File: src/rtl/modExpArithPkg.sv
package modExpArithPkg;

	localparam int kOpWidth = 128; // bits per operand and result
	localparam int kWordWidth = 64; // bus word for load and readout
	localparam int kNumWords = kOpWidth / kWordWidth; // words per operand

	typedef logic [kOpWidth-1:0] opVec_t; // M, E, N, R or a product
	typedef logic [kOpWidth:0] wideVec_t; // guard bit for sum and doubled addend
	typedef logic [kWordWidth-1:0] word_t; // one bus word

endpackage
File: src/rtl/modExpCtrlPkg.sv
package modExpCtrlPkg;

	// exponent scan states
	typedef enum logic [2:0] {
		stIdle, // waiting for start
		stScan, // look at low exponent bit
		stMulResult, // R = R * base running
		stMulBase, // base = base * base running
		stFinish // done pulse
	} seqState_t;

	// sequencer to multiplier
	typedef struct packed {
		logic start; // one-cycle strobe, multiplier idle
		modExpArithPkg::opVec_t multiplicand; // becomes the addend
		modExpArithPkg::opVec_t multiplier; // scanned lsb first
	} mulReq_t;

	// multiplier to sequencer
	typedef struct packed {
		logic done; // one-cycle pulse
		modExpArithPkg::opVec_t product; // valid while done is high
	} mulRsp_t;

endpackage

File: src/rtl/modExpTop.sv
module modExpTop (
	input  logic iClk,
	input  logic M_reset0,
	input  logic start,
	input  logic wrM,
	input  logic wrE,
	input  logic wrN,
	input  logic rdR,
	input  modExpArithPkg::word_t m,
	input  modExpArithPkg::word_t e,
	input  modExpArithPkg::word_t n,
	output modExpArithPkg::word_t rData,
	output logic done,
	output logic busy
);

	modExpArithPkg::opVec_t opM;
	modExpArithPkg::opVec_t opE;
	modExpArithPkg::opVec_t opN;
	modExpArithPkg::opVec_t resultVal; // R back to the sequencer
	modExpCtrlPkg::mulReq_t mulReq;
	modExpCtrlPkg::mulRsp_t mulRsp;
	logic setOne;
	logic loadProduct;

	operandLoad u_operandLoad (
		.iClk(iClk),
		.M_reset0(M_reset0),
		.wrM(wrM),
		.wrE(wrE),
		.wrN(wrN),
		.m(m),
		.e(e),
		.n(n),
		.opM(opM),
		.opE(opE),
		.opN(opN)
	);

	expSequencer u_expSequencer (
		.iClk(iClk),
		.M_reset0(M_reset0),
		.start(start),
		.opM(opM),
		.opE(opE),
		.resultVal(resultVal),
		.mulRsp(mulRsp),
		.mulReq(mulReq),
		.setOne(setOne),
		.loadProduct(loadProduct),
		.done(done),
		.busy(busy)
	);

	modMul u_modMul (
		.iClk(iClk),
		.M_reset0(M_reset0),
		.req(mulReq),
		.modulus(opN),
		.rsp(mulRsp)
	);

	resultBuffer u_resultBuffer (
		.iClk(iClk),
		.M_reset0(M_reset0),
		.setOne(setOne),
		.loadProduct(loadProduct),
		.rdR(rdR),
		.product(mulRsp.product), // taken on a result multiply
		.resultVal(resultVal),
		.rData(rData)
	);

endmodule

File: src/rtl/resultBuffer.sv
module resultBuffer (
	input  logic iClk,
	input  logic M_reset0,
	input  logic setOne,
	input  logic loadProduct,
	input  logic rdR, // rotate one word for readout
	input  modExpArithPkg::opVec_t product,
	output modExpArithPkg::opVec_t resultVal, // R
	output modExpArithPkg::word_t rData // low word of R
);

	always_ff @(posedge iClk) begin
		if (M_reset0) begin
			resultVal <= '0;
		end else if (setOne) begin
			resultVal <= modExpArithPkg::opVec_t'(1); // exponent loop starts at one
		end else if (loadProduct) begin
			resultVal <= product;
		end else if (rdR) begin
			resultVal <= {resultVal[modExpArithPkg::kWordWidth-1:0],
				resultVal[modExpArithPkg::kOpWidth-1:modExpArithPkg::kWordWidth]};
		end
	end

	assign rData = resultVal[modExpArithPkg::kWordWidth-1:0];

	// readout only outside a computation
	assert property (@(posedge iClk) disable iff (M_reset0)
		!((setOne || loadProduct) && rdR))
		else $error("resultBuffer: rdR during a result update");

endmodule

File: src/rtl/expSequencer.sv
module expSequencer (
	input  logic iClk,
	input  logic M_reset0,
	input  logic start,
	input  modExpArithPkg::opVec_t opM,
	input  modExpArithPkg::opVec_t opE,
	input  modExpArithPkg::opVec_t resultVal, // current R
	input  modExpCtrlPkg::mulRsp_t mulRsp,
	output modExpCtrlPkg::mulReq_t mulReq,
	output logic setOne, // R = 1
	output logic loadProduct, // R = product
	output logic done,
	output logic busy
);

	modExpCtrlPkg::seqState_t state;
	modExpCtrlPkg::seqState_t stateNext;
	modExpArithPkg::opVec_t expRem; // exponent bits still to scan
	modExpArithPkg::opVec_t base; // M^(2^i) mod N
	logic mulStart; // registered multiply strobe
	logic mulStartNext;
	logic expRestZero; // nothing above the current bit
	logic mulDone;

	assign expRestZero = (expRem[modExpArithPkg::kOpWidth-1:1] == '0);
	assign mulDone = mulRsp.done;

	always_comb begin
		stateNext = state;
		mulStartNext = 1'b0;
		case (state)
			modExpCtrlPkg::stIdle: begin
				if (start) begin
					stateNext = modExpCtrlPkg::stScan;
				end
			end
			modExpCtrlPkg::stScan: begin
				if (expRem == '0) begin
					stateNext = modExpCtrlPkg::stFinish; // early exit
				end else if (expRem[0]) begin
					stateNext = modExpCtrlPkg::stMulResult;
					mulStartNext = 1'b1;
				end else begin
					stateNext = modExpCtrlPkg::stMulBase; // higher bits remain
					mulStartNext = 1'b1;
				end
			end
			modExpCtrlPkg::stMulResult: begin
				if (mulDone && expRestZero) begin
					stateNext = modExpCtrlPkg::stFinish; // last bit, no squaring
				end else if (mulDone) begin
					stateNext = modExpCtrlPkg::stMulBase;
					mulStartNext = 1'b1;
				end
			end
			modExpCtrlPkg::stMulBase: begin
				if (mulDone) begin
					stateNext = modExpCtrlPkg::stScan;
				end
			end
			modExpCtrlPkg::stFinish: begin
				stateNext = modExpCtrlPkg::stIdle;
			end
			default: begin
				stateNext = modExpCtrlPkg::stIdle;
			end
		endcase
	end

	always_ff @(posedge iClk) begin
		if (M_reset0) begin
			state <= modExpCtrlPkg::stIdle;
			mulStart <= 1'b0;
			expRem <= '0;
		end else begin
			state <= stateNext;
			mulStart <= mulStartNext; // high in first cycle of a mul state
			if (setOne) begin
				expRem <= opE;
			end else if (state == modExpCtrlPkg::stMulBase && mulDone) begin
				expRem <= expRem >> 1; // bit consumed
			end
		end
	end

	always_ff @(posedge iClk) begin
		if (setOne) begin
			base <= opM;
		end else if (state == modExpCtrlPkg::stMulBase && mulDone) begin
			base <= mulRsp.product; // squared base
		end
	end

	assign setOne = (state == modExpCtrlPkg::stIdle) && start; // start ignored when busy
	assign loadProduct = (state == modExpCtrlPkg::stMulResult) && mulDone;
	assign done = (state == modExpCtrlPkg::stFinish);
	assign busy = (state != modExpCtrlPkg::stIdle);

	assign mulReq.start = mulStart;
	assign mulReq.multiplicand = (state == modExpCtrlPkg::stMulResult) ? resultVal : base;
	assign mulReq.multiplier = base; // R * base or base * base

	// a multiply completes only while one is outstanding
	assert property (@(posedge iClk) disable iff (M_reset0)
		mulDone |-> state inside {modExpCtrlPkg::stMulResult, modExpCtrlPkg::stMulBase})
		else $error("expSequencer: multiply done in state %0d", state);

endmodule

File: src/rtl/modMul.sv
module modMul (
	input  logic iClk,
	input  logic M_reset0,
	input  modExpCtrlPkg::mulReq_t req,
	input  modExpArithPkg::opVec_t modulus, // N, held stable while busy
	output modExpCtrlPkg::mulRsp_t rsp
);

	logic busy; // multiply in progress
	logic doneReg; // completion pulse
	modExpArithPkg::opVec_t mult; // multiplier bits not yet used
	modExpArithPkg::opVec_t addend; // multiplicand * 2^i mod N
	modExpArithPkg::opVec_t acc; // partial product mod N
	modExpArithPkg::opVec_t multNext;
	modExpArithPkg::opVec_t addendNext;
	modExpArithPkg::opVec_t accNext;
	modExpArithPkg::wideVec_t sum; // acc + addend, below 2N
	modExpArithPkg::wideVec_t dbl; // 2 * addend, below 2N

	// one subtraction is enough for inputs below 2N
	function automatic modExpArithPkg::opVec_t condSub(
		input modExpArithPkg::wideVec_t x,
		input modExpArithPkg::opVec_t mod
	);
		modExpArithPkg::wideVec_t modWide;
		modExpArithPkg::wideVec_t diff;
		modWide = {1'b0, mod};
		diff = x - modWide;
		if (x >= modWide) begin
			return diff[modExpArithPkg::kOpWidth-1:0];
		end
		return x[modExpArithPkg::kOpWidth-1:0];
	endfunction

	always_comb begin
		sum = {1'b0, acc} + {1'b0, addend}; // full-width add
		dbl = {addend, 1'b0};
		accNext = mult[0] ? condSub(sum, modulus) : acc; // add only on a set bit
		addendNext = condSub(dbl, modulus);
		multNext = mult >> 1;
	end

	always_ff @(posedge iClk) begin
		if (M_reset0) begin
			busy <= 1'b0;
			doneReg <= 1'b0;
		end else begin
			doneReg <= 1'b0; // single-cycle pulse
			if (req.start) begin
				busy <= 1'b1;
			end else if (busy && multNext == '0) begin
				busy <= 1'b0; // no set bits left
				doneReg <= 1'b1;
			end
		end
	end

	always_ff @(posedge iClk) begin
		if (req.start) begin
			mult <= req.multiplier;
			addend <= req.multiplicand;
			acc <= '0;
		end else if (busy) begin
			mult <= multNext; // one bit per cycle
			addend <= addendNext;
			acc <= accNext;
		end
	end

	assign rsp.done = doneReg;
	assign rsp.product = acc; // final value in the done cycle

	assert property (@(posedge iClk) disable iff (M_reset0) req.start |-> !busy)
		else $error("modMul: start while busy");

	// reduction has held across every step of the multiply
	assert property (@(posedge iClk) disable iff (M_reset0)
		rsp.done |-> rsp.product < modulus)
		else $error("modMul: product %h not below modulus %h", rsp.product, modulus);

endmodule

File: src/rtl/operandLoad.sv
module operandLoad (
	input  logic iClk,
	input  logic M_reset0,
	input  logic wrM, // shift strobe for M
	input  logic wrE, // shift strobe for E
	input  logic wrN, // shift strobe for N
	input  modExpArithPkg::word_t m,
	input  modExpArithPkg::word_t e,
	input  modExpArithPkg::word_t n,
	output modExpArithPkg::opVec_t opM, // base operand
	output modExpArithPkg::opVec_t opE, // exponent
	output modExpArithPkg::opVec_t opN // modulus
);

	// new word on top, first word ends up lowest
	function automatic modExpArithPkg::opVec_t shiftIn(
		input modExpArithPkg::opVec_t cur,
		input modExpArithPkg::word_t word
	);
		return {word, cur[modExpArithPkg::kOpWidth-1:modExpArithPkg::kWordWidth]};
	endfunction

	always_ff @(posedge iClk) begin
		if (M_reset0) begin
			opM <= '0;
		end else if (wrM) begin
			opM <= shiftIn(opM, m); // right shift by one word
		end
	end

	always_ff @(posedge iClk) begin
		if (M_reset0) begin
			opE <= '0;
		end else if (wrE) begin
			opE <= shiftIn(opE, e);
		end
	end

	always_ff @(posedge iClk) begin
		if (M_reset0) begin
			opN <= '0;
		end else if (wrN) begin
			opN <= shiftIn(opN, n); // also feeds the multiplier
		end
	end

	// the bus carries a single word, so one register per cycle
	assert property (@(posedge iClk) disable iff (M_reset0)
		$onehot0({wrM, wrE, wrN}))
		else $error("operandLoad: two write strobes in one cycle");

endmodule

File: config.mk
export PLATFORM = sky130hd
export DESIGN_NAME = modExpTop
export DESIGN_NICKNAME = d
export VERILOG_FILES = /design/src/rtl/modExpArithPkg.sv /design/src/rtl/modExpCtrlPkg.sv /design/src/rtl/modExpTop.sv /design/src/rtl/resultBuffer.sv /design/src/rtl/expSequencer.sv /design/src/rtl/modMul.sv /design/src/rtl/operandLoad.sv
export SDC_FILE = /design/constraint.sdc
export NUM_CORES = 2
export LEC_CHECK = 0
export BUFFER_PORTS_ARGS = -buffer_cell sky130_fd_sc_hd__buf_2
export CORE_UTILIZATION = 50
export DETAILED_ROUTE_END_ITERATION = 7
export PLACE_DENSITY = 0.78
export REMOVE_ABC_BUFFERS = 1
export SETUP_SLACK_MARGIN = 0.1
export SLEW_MARGIN = 5
export SYNTH_ARGS = -nofsm -noshare
export SYNTH_HDL_FRONTEND = slang
export SYNTH_SLANG_ARGS = --single-unit
File: constraint.sdc
create_clock -name iClk -period 9.8 [get_ports iClk]
set_input_delay 0.49 -clock iClk [delete_from_list [all_inputs] [get_ports iClk]]
set_output_delay 0.49 -clock iClk [all_outputs]
set_load 0.05 [all_outputs]
; ---- Yosys cells after proc, flatten, opt, wreduce, memory -nomap -nowiden
; Cells that the tools add are included.
[word_totals]
ff_bits = 1158
latch_bits = 0
ram_bits = 0
romBits = 0
input_bits = 199
output_inout_bits = 66
word_cells = 77
n_memories = 0
[classes]
addsub = 3
n_mul = 0
n_div = 0
magnitude_cmp = 2
eq_ne = 7
shifts = 0
n_mux = 32
n_bitwise = 0
reduce_logical = 19
[op_table]
columns = operator, n
row1 = 128-bit 2-to-1 mux, 15
row2 = 129-bit by 128-bit greater-or-equal comparator with 1-bit output, 2
row3 = 128-bit zero test, 2
row4 = 128-bit subtractor, 2
row5 = 128-bit by 128-bit adder with 129-bit output, 1
row6 = 127-bit zero test, 1
row7 = 3-bit 2-to-1 mux, 5
row8 = 3-bit one-hot mux with 4 select lines, 1
row9 = 1-bit 2-to-1 mux, 10
row10 = 2-bit nonzero test, 4
row11 = 3-bit by 2-bit == test with 1-bit output (second input constant), 2
row12 = 3-bit nonzero test, 2
row13 = 1-bit logical AND, 5
row14 = 2-bit OR reduction, 2
row15 = 3-bit by 1-bit == test with 1-bit output (second input constant), 1
row16 = 3-bit == test (second input constant), 1
row17 = 3-bit zero test, 1
row18 = 3-bit by 1-bit != test with 1-bit output (second input constant), 1
row19 = 3-bit AND reduction, 1
row20 = 2-bit by 1-bit != test with 1-bit output (second input constant), 1
row21 = 2-bit != test (second input constant), 1
row22 = 1-bit one-hot mux with 2 select lines, 1
row23 = 2-bit AND reduction, 1

; ---- Logic depth before layout (Yosys ltp)
[logic_depth]
ltp_word = 5
ltp_mapped = 32
depth_no_buf = 28

; ---- Hierarchy
; Synthesis repeated with hierarchy kept, for this count alone.
[hier_totals]
hier_cells = 8721
hier_area_um2 = 76024.2
[by_module_without_submodules]
columns = module, n_inst, cells_per_inst, area_each_um2, seq_area_each_um2
row1 = modMul, 1, 5387, 42075.4, 10289.9
row2 = operandLoad, 1, 1237, 13999.7, 7687.4
row3 = expSequencer, 1, 1464, 12958.7, 6486.2
row4 = resultBuffer, 1, 633, 6990.5, 2562.5

; ---- Least setup slack after synthesis
; No wires, ideal clock.
[synth_path]
path_type = register to register
startpoint = register u_modMul.addend[0]
endpoint = register u_modMul.acc[125]
setup_ns = 0.116
arrival_time_ns = 6.096
required_ns = 9.684
slack_ns = 3.587
path_stages_with_launch = 29
n_path_buf = 1
synth_period_minus_slack_ns = 6.213
path_cell_list = edfxtp_1 > ha_1 > fa_1 > a21oi_1 > nand3b_1 > a21oi_1 > o211ai_1 > nand2_1 > o31ai_1 > o31ai_1 > a21bo_2 > a31oi_1 > o21ai_0 > xor2_1 > ha_1 > clkbuf_1 > nand4_1 > nor2_1 > nand3b_1 > or3_1 > or2_1 > o221ai_2 > a21boi_0 > o21ai_1 > a31oi_1 > o2bb2ai_1 > o21a_1 > xnor2_1 > o211a_1
[synth_via]
elab_chain_len = 4
word_cells_on_any_way = 6
classes_between = add/sub: 2 / order compare: 1 / mux: 3
[synth_lines]
columns = item, line
row1 = "start, declared", modMul.sv:12  ; modExpArithPkg::opVec_t addend;
row2 = "start signal, assigned", modMul.sv:61  ; addend <= req.multiplicand;
row3 = "start signal, assigned", modMul.sv:65  ; addend <= addendNext;
row4 = 128-bit by 128-bit adder with 129-bit output (*), modMul.sv:36  ; sum = {1'b0, acc} + {1'b0, addend};
row5 = 128-bit subtractor / 129-bit by 128-bit greater-or-equal comparator with 1-bit output (equally long branches), "modMul.sv:28, modMul.sv:29"
row6 = 128-bit 2-to-1 mux / 1-bit 2-to-1 mux (equally long branches), modMul.sv:29  ; if (x >= modWide) begin
row7 = 128-bit 2-to-1 mux (*), modMul.sv:32  ; return x[modExpArithPkg::kOpWidth-1:0];
row8 = "end signal, assigned", modMul.sv:66  ; acc <= accNext;
row9 = "end, declared", modMul.sv:13  ; modExpArithPkg::opVec_t acc;
; Every way passes the cells marked *; elsewhere a longest branch is shown, timed or not. The select of a mux whose other input is x is not followed.
; A chain may end at the register's enable or synchronous reset.

; ---- Final worst setup path
[layout_path]
startpoint = register u_modMul.addend[1]
endpoint = register u_modMul.acc[10]
; The elaborated chain is that of the path after synthesis.

==> results_dict.tcl <==
set metrics [dict create \
    critPathRequiredTime_ps 10470 \
    ys_seq_area_share_pct 36.3 \
    portBuffers 264 \
    relSlewSlack_pct 8.70 \
    cts-htree-levels 4 \
    fp.dieArea_mm2 0.150 \
    grt-ovfl-total 0 \
    ios 265 \
    grt_max_degree 187 \
    rows 141 \
    async_flop_share_pct 0 \
    r2r-start "u_modMul.addend[1]" \
    stdcell_count 11117 \
    maxSlewViolCount 0 \
    cts_sinks 1158 \
    synth_mux_area_share_pct 9.21 \
    n_fill_cell 13286 \
    synthXorXnorAreaFrac_pct 4.28 \
    grt_pass1_vias 68515 \
    detail_route.iter0.violations 9304 \
    max-clock-path-buffers 3 \
    avgRoutedWirePerCell_um 29.9 \
    fmax_mhz 103 \
    initial_core_util_pct 50.4 \
    worstHoldStart "e[0]" \
    seq_area_mm2 0.0270 \
    synth_top_area_share_pct 20.8 \
    cap_violations 0 \
    finClkSkew_ps 49.5 \
    worst_setup_path_end_kind "flop" \
    synth_edf_count 384 \
    area_growth_syn_to_layout_pct 11.8 \
    insertion_delay_ps 830 \
    drc_errors 0 \
    synth_seq_cells 1158 \
    cp.arrival_ps 10420 \
    setup-violations-final 0 \
    syn_inst 9003 \
    ir_drop_uv 229 \
    grt_antenna_before_repair 16 \
    drt_wl_total_mm 332 \
    synth_most_common_cell "nand2_1" \
    vias 72735 \
    rsz0062_at_grt "no" \
    min_to "u_operandLoad.opE[64]" \
    multiInputGateArea_mm2 0.0437 \
    path_class "reg2reg" \
    p_leak_nw 33.8 \
    hpwlAfterDp_mm 254 \
    synth_compound_gate_area_share_pct 20.0 \
    cp-start-kind "flop" \
    ys_types 97 \
    firstDrtPassIters 6 \
    status "finished clean" \
    die_w_um 388 \
    cts_buffers 134 \
    hold_class "in2reg" \
    avgSynthCellArea_um2 8.27 \
    fin_crit_sh_pct 99.5 \
    drive_gt1_share_pct 9.06 \
    cts.root.buffer_cell "clkbuf_16" \
    r2r-end "u_modMul.acc[10]" \
    synth.cell_area_mm2 0.0745 \
    critPathSlowestCell "nor4_2" \
    synthTopCellsByCount "1451 x nand2_1, 1117 x nor2_1, 774 x dfxtp_1" \
    cts_tree "done" \
    hold_viol 0 \
    synth_top_family_by_area "compound AO/OA/AOI/OAI gates" \
    whs_path_depth 3 \
    hold_slack_ps 32.5 \
    yosys-top-cells-area "dfxtp_1 21%, edfxtp_1 15%, nand2_1 7.3%" \
    crit_path_max_incr_delay_ps 780 \
    placed_cells 10663 \
    cp_max_fo 46 \
    postCtsSetupRepairBufs 0 \
    period_needed_ps 9750 \
    worstMarginPinSlew_ps 1360 \
    nNetsFinal 9654 \
    reg2reg_slack_ps 50 \
    via_per_inst 6.54 \
    core_mm2 0.148 \
    yosys_warnings 0 \
    die_y_um 388 \
    yosys.area.top_type "dfxtp_1" \
    ys.flop_type "dfxtp_1" \
    clk_pin_slew_ps 60 \
    grt_pass1_wl_mm 473 \
    postRouteAntennaNets 0 \
    synth-adder-area-share_pct 6.53 \
    grt_usage_pct 42.5 \
    yosys.area_share.simple_pct 18.5 \
    place_congestion 1.10 \
    r2r_cells 26 \
    p_per_area_mw_per_mm2 360 \
]
-- layout by cell type (no fill, tap or decap), drive strengths merged, types with 19 or more instances in the layout --
master	count
and3	35
nand2	1451
ha	384
or3	22
mux2	128
nor4	102
dlygate4sd3	199
o21ai	325
clkbuf	194
a21oi	638
o31ai	29
xnor2	216
nor2	1118
a21o	193
a211oi	293
inv	274
nand4	207
a31oi	142
nand3	67
or2	19
a311oi	173
xor2	148
nor3	86
buf	404
nand2b	35
clkinv	32
mux2i	541
dfxtp	774
o21a	72
o21bai	113
a21boi	34
edfxtp	384
o211ai	44
nor2b	40
-- layer usage --
| layer | up-vias | part of all wire (%) | GRT usage (%) |
|---|---|---|---|
| li1 | 32440 | - | - |
| met1 | 35419 | 41 | 57.2 |
| met2 | 4137 | 43 | 64.1 |
| met3 | 723 | 10 | 9.74 |
| met4 | 16 | 5.4 | 20.5 |
| met5 | - | 0.095 | 0.861 |
-- sequential cells by signal, summed over array words and instances, names as in the netlist, 128 cells and up --
name / flops
u_expSequencer.base: 128
u_expSequencer.expRem: 128
u_modMul.acc: 128
u_modMul.addend: 128
u_modMul.mult: 128
u_operandLoad.opE: 128
u_operandLoad.opM: 128
u_operandLoad.opN: 128
u_resultBuffer.resultVal: 128
-- how the worst max path moves through the flow --
| stage | from | endpoint | slack (ps) | depth (start not counted) |
|---|---|---|---|---|
| 2_1_floorplan | u_expSequencer.state[1] | u_expSequencer.expRem[0] | -7150 | 4 |
| 3_3_place_gp | u_modMul.addend[39] | u_modMul.acc[10] | 20 | 26 |
| 3_5_place_dp | u_modMul.addend[10] | u_modMul.acc[10] | -70 | 27 |
| 4_1_cts | u_modMul.addend[10] | u_modMul.acc[10] | 280 | 27 |
| 5_1_grt | u_modMul.addend[1] | u_modMul.acc[95] | 190 | 29 |
| 6_report | u_modMul.addend[1] | u_modMul.acc[10] | 50 | 26 |
-- timing repair --
action / CTS / global route
setup endpoints to repair: 27 / 75
hold buffers: 199 / 0
pin swaps: 0 / 0
endpoints found under the hold margin: 201 / 0
resized for setup: 1 / 2
-- cells by family after synthesis --
family	count (synthesis)
AOI/OAI and AO/OA	2248
and+or+nand+nor	3238
adders and majority gates	387
muxes	669
DFF	1158
buffers and inverters	939
xor gates and xnor gates	364
-- power by group --
part	internal [mW]	switching, mW	total [mW]	leakage, nW
Combinational	5.83	11.8	17.6	21.7
Clock	2.93	2.31	5.24	2.17
Sequential	6.09	0.975	7.06	9.93
Total	14.8	15.1	29.9	33.8
-- critical path: cells and delay by family, from the launching register on --
| family | cells | cell delay (ps) |
|---|---|---|
| AO/OA/AOI/OAI | 11 | 3980 |
| AND/OR/NAND/NOR | 10 | 3070 |
| adder cells (fa/ha/maj) | 2 | 960 |
| buffers and inverters | 2 | 740 |
| flip-flops | 1 | 460 |
| multiplexers | 1 | 260 |
-- metrics by stage --
stage          setup slack (ps)  power [mW]  util, %  cell area (um^2)  setup TNS (ps)
6_report                   47.2        29.9     56.3             83300               0
5_1_grt                     189        31.1     56.3             83300               0
4_1_cts                     277        29.3     56.3             83300               0
3_3_place_gp               18.0        24.0     51.9             76700               0
3_5_place_dp              -71.3        23.9     51.9             76800           -71.3
2_1_floorplan             -7150        18.2        -             71600        -3595990
-- final cells by class --
| type | count | share of cell area [%] |
|---|---|---|
| clock buffers | 192 | 4.60 |
| inverters | 263 | 1.19 |
| repair buffers | 605 | 5.57 |
| clock inverters | 56 | 0.814 |
| well taps | 1930 | 2.90 |
| flip-flops and latches | 1158 | 32.5 |
| multi-input cells | 6906 | 52.5 |
| diodes | 7 | 0.0210 |
Note: power is estimated with default switching activity, not from simulation.
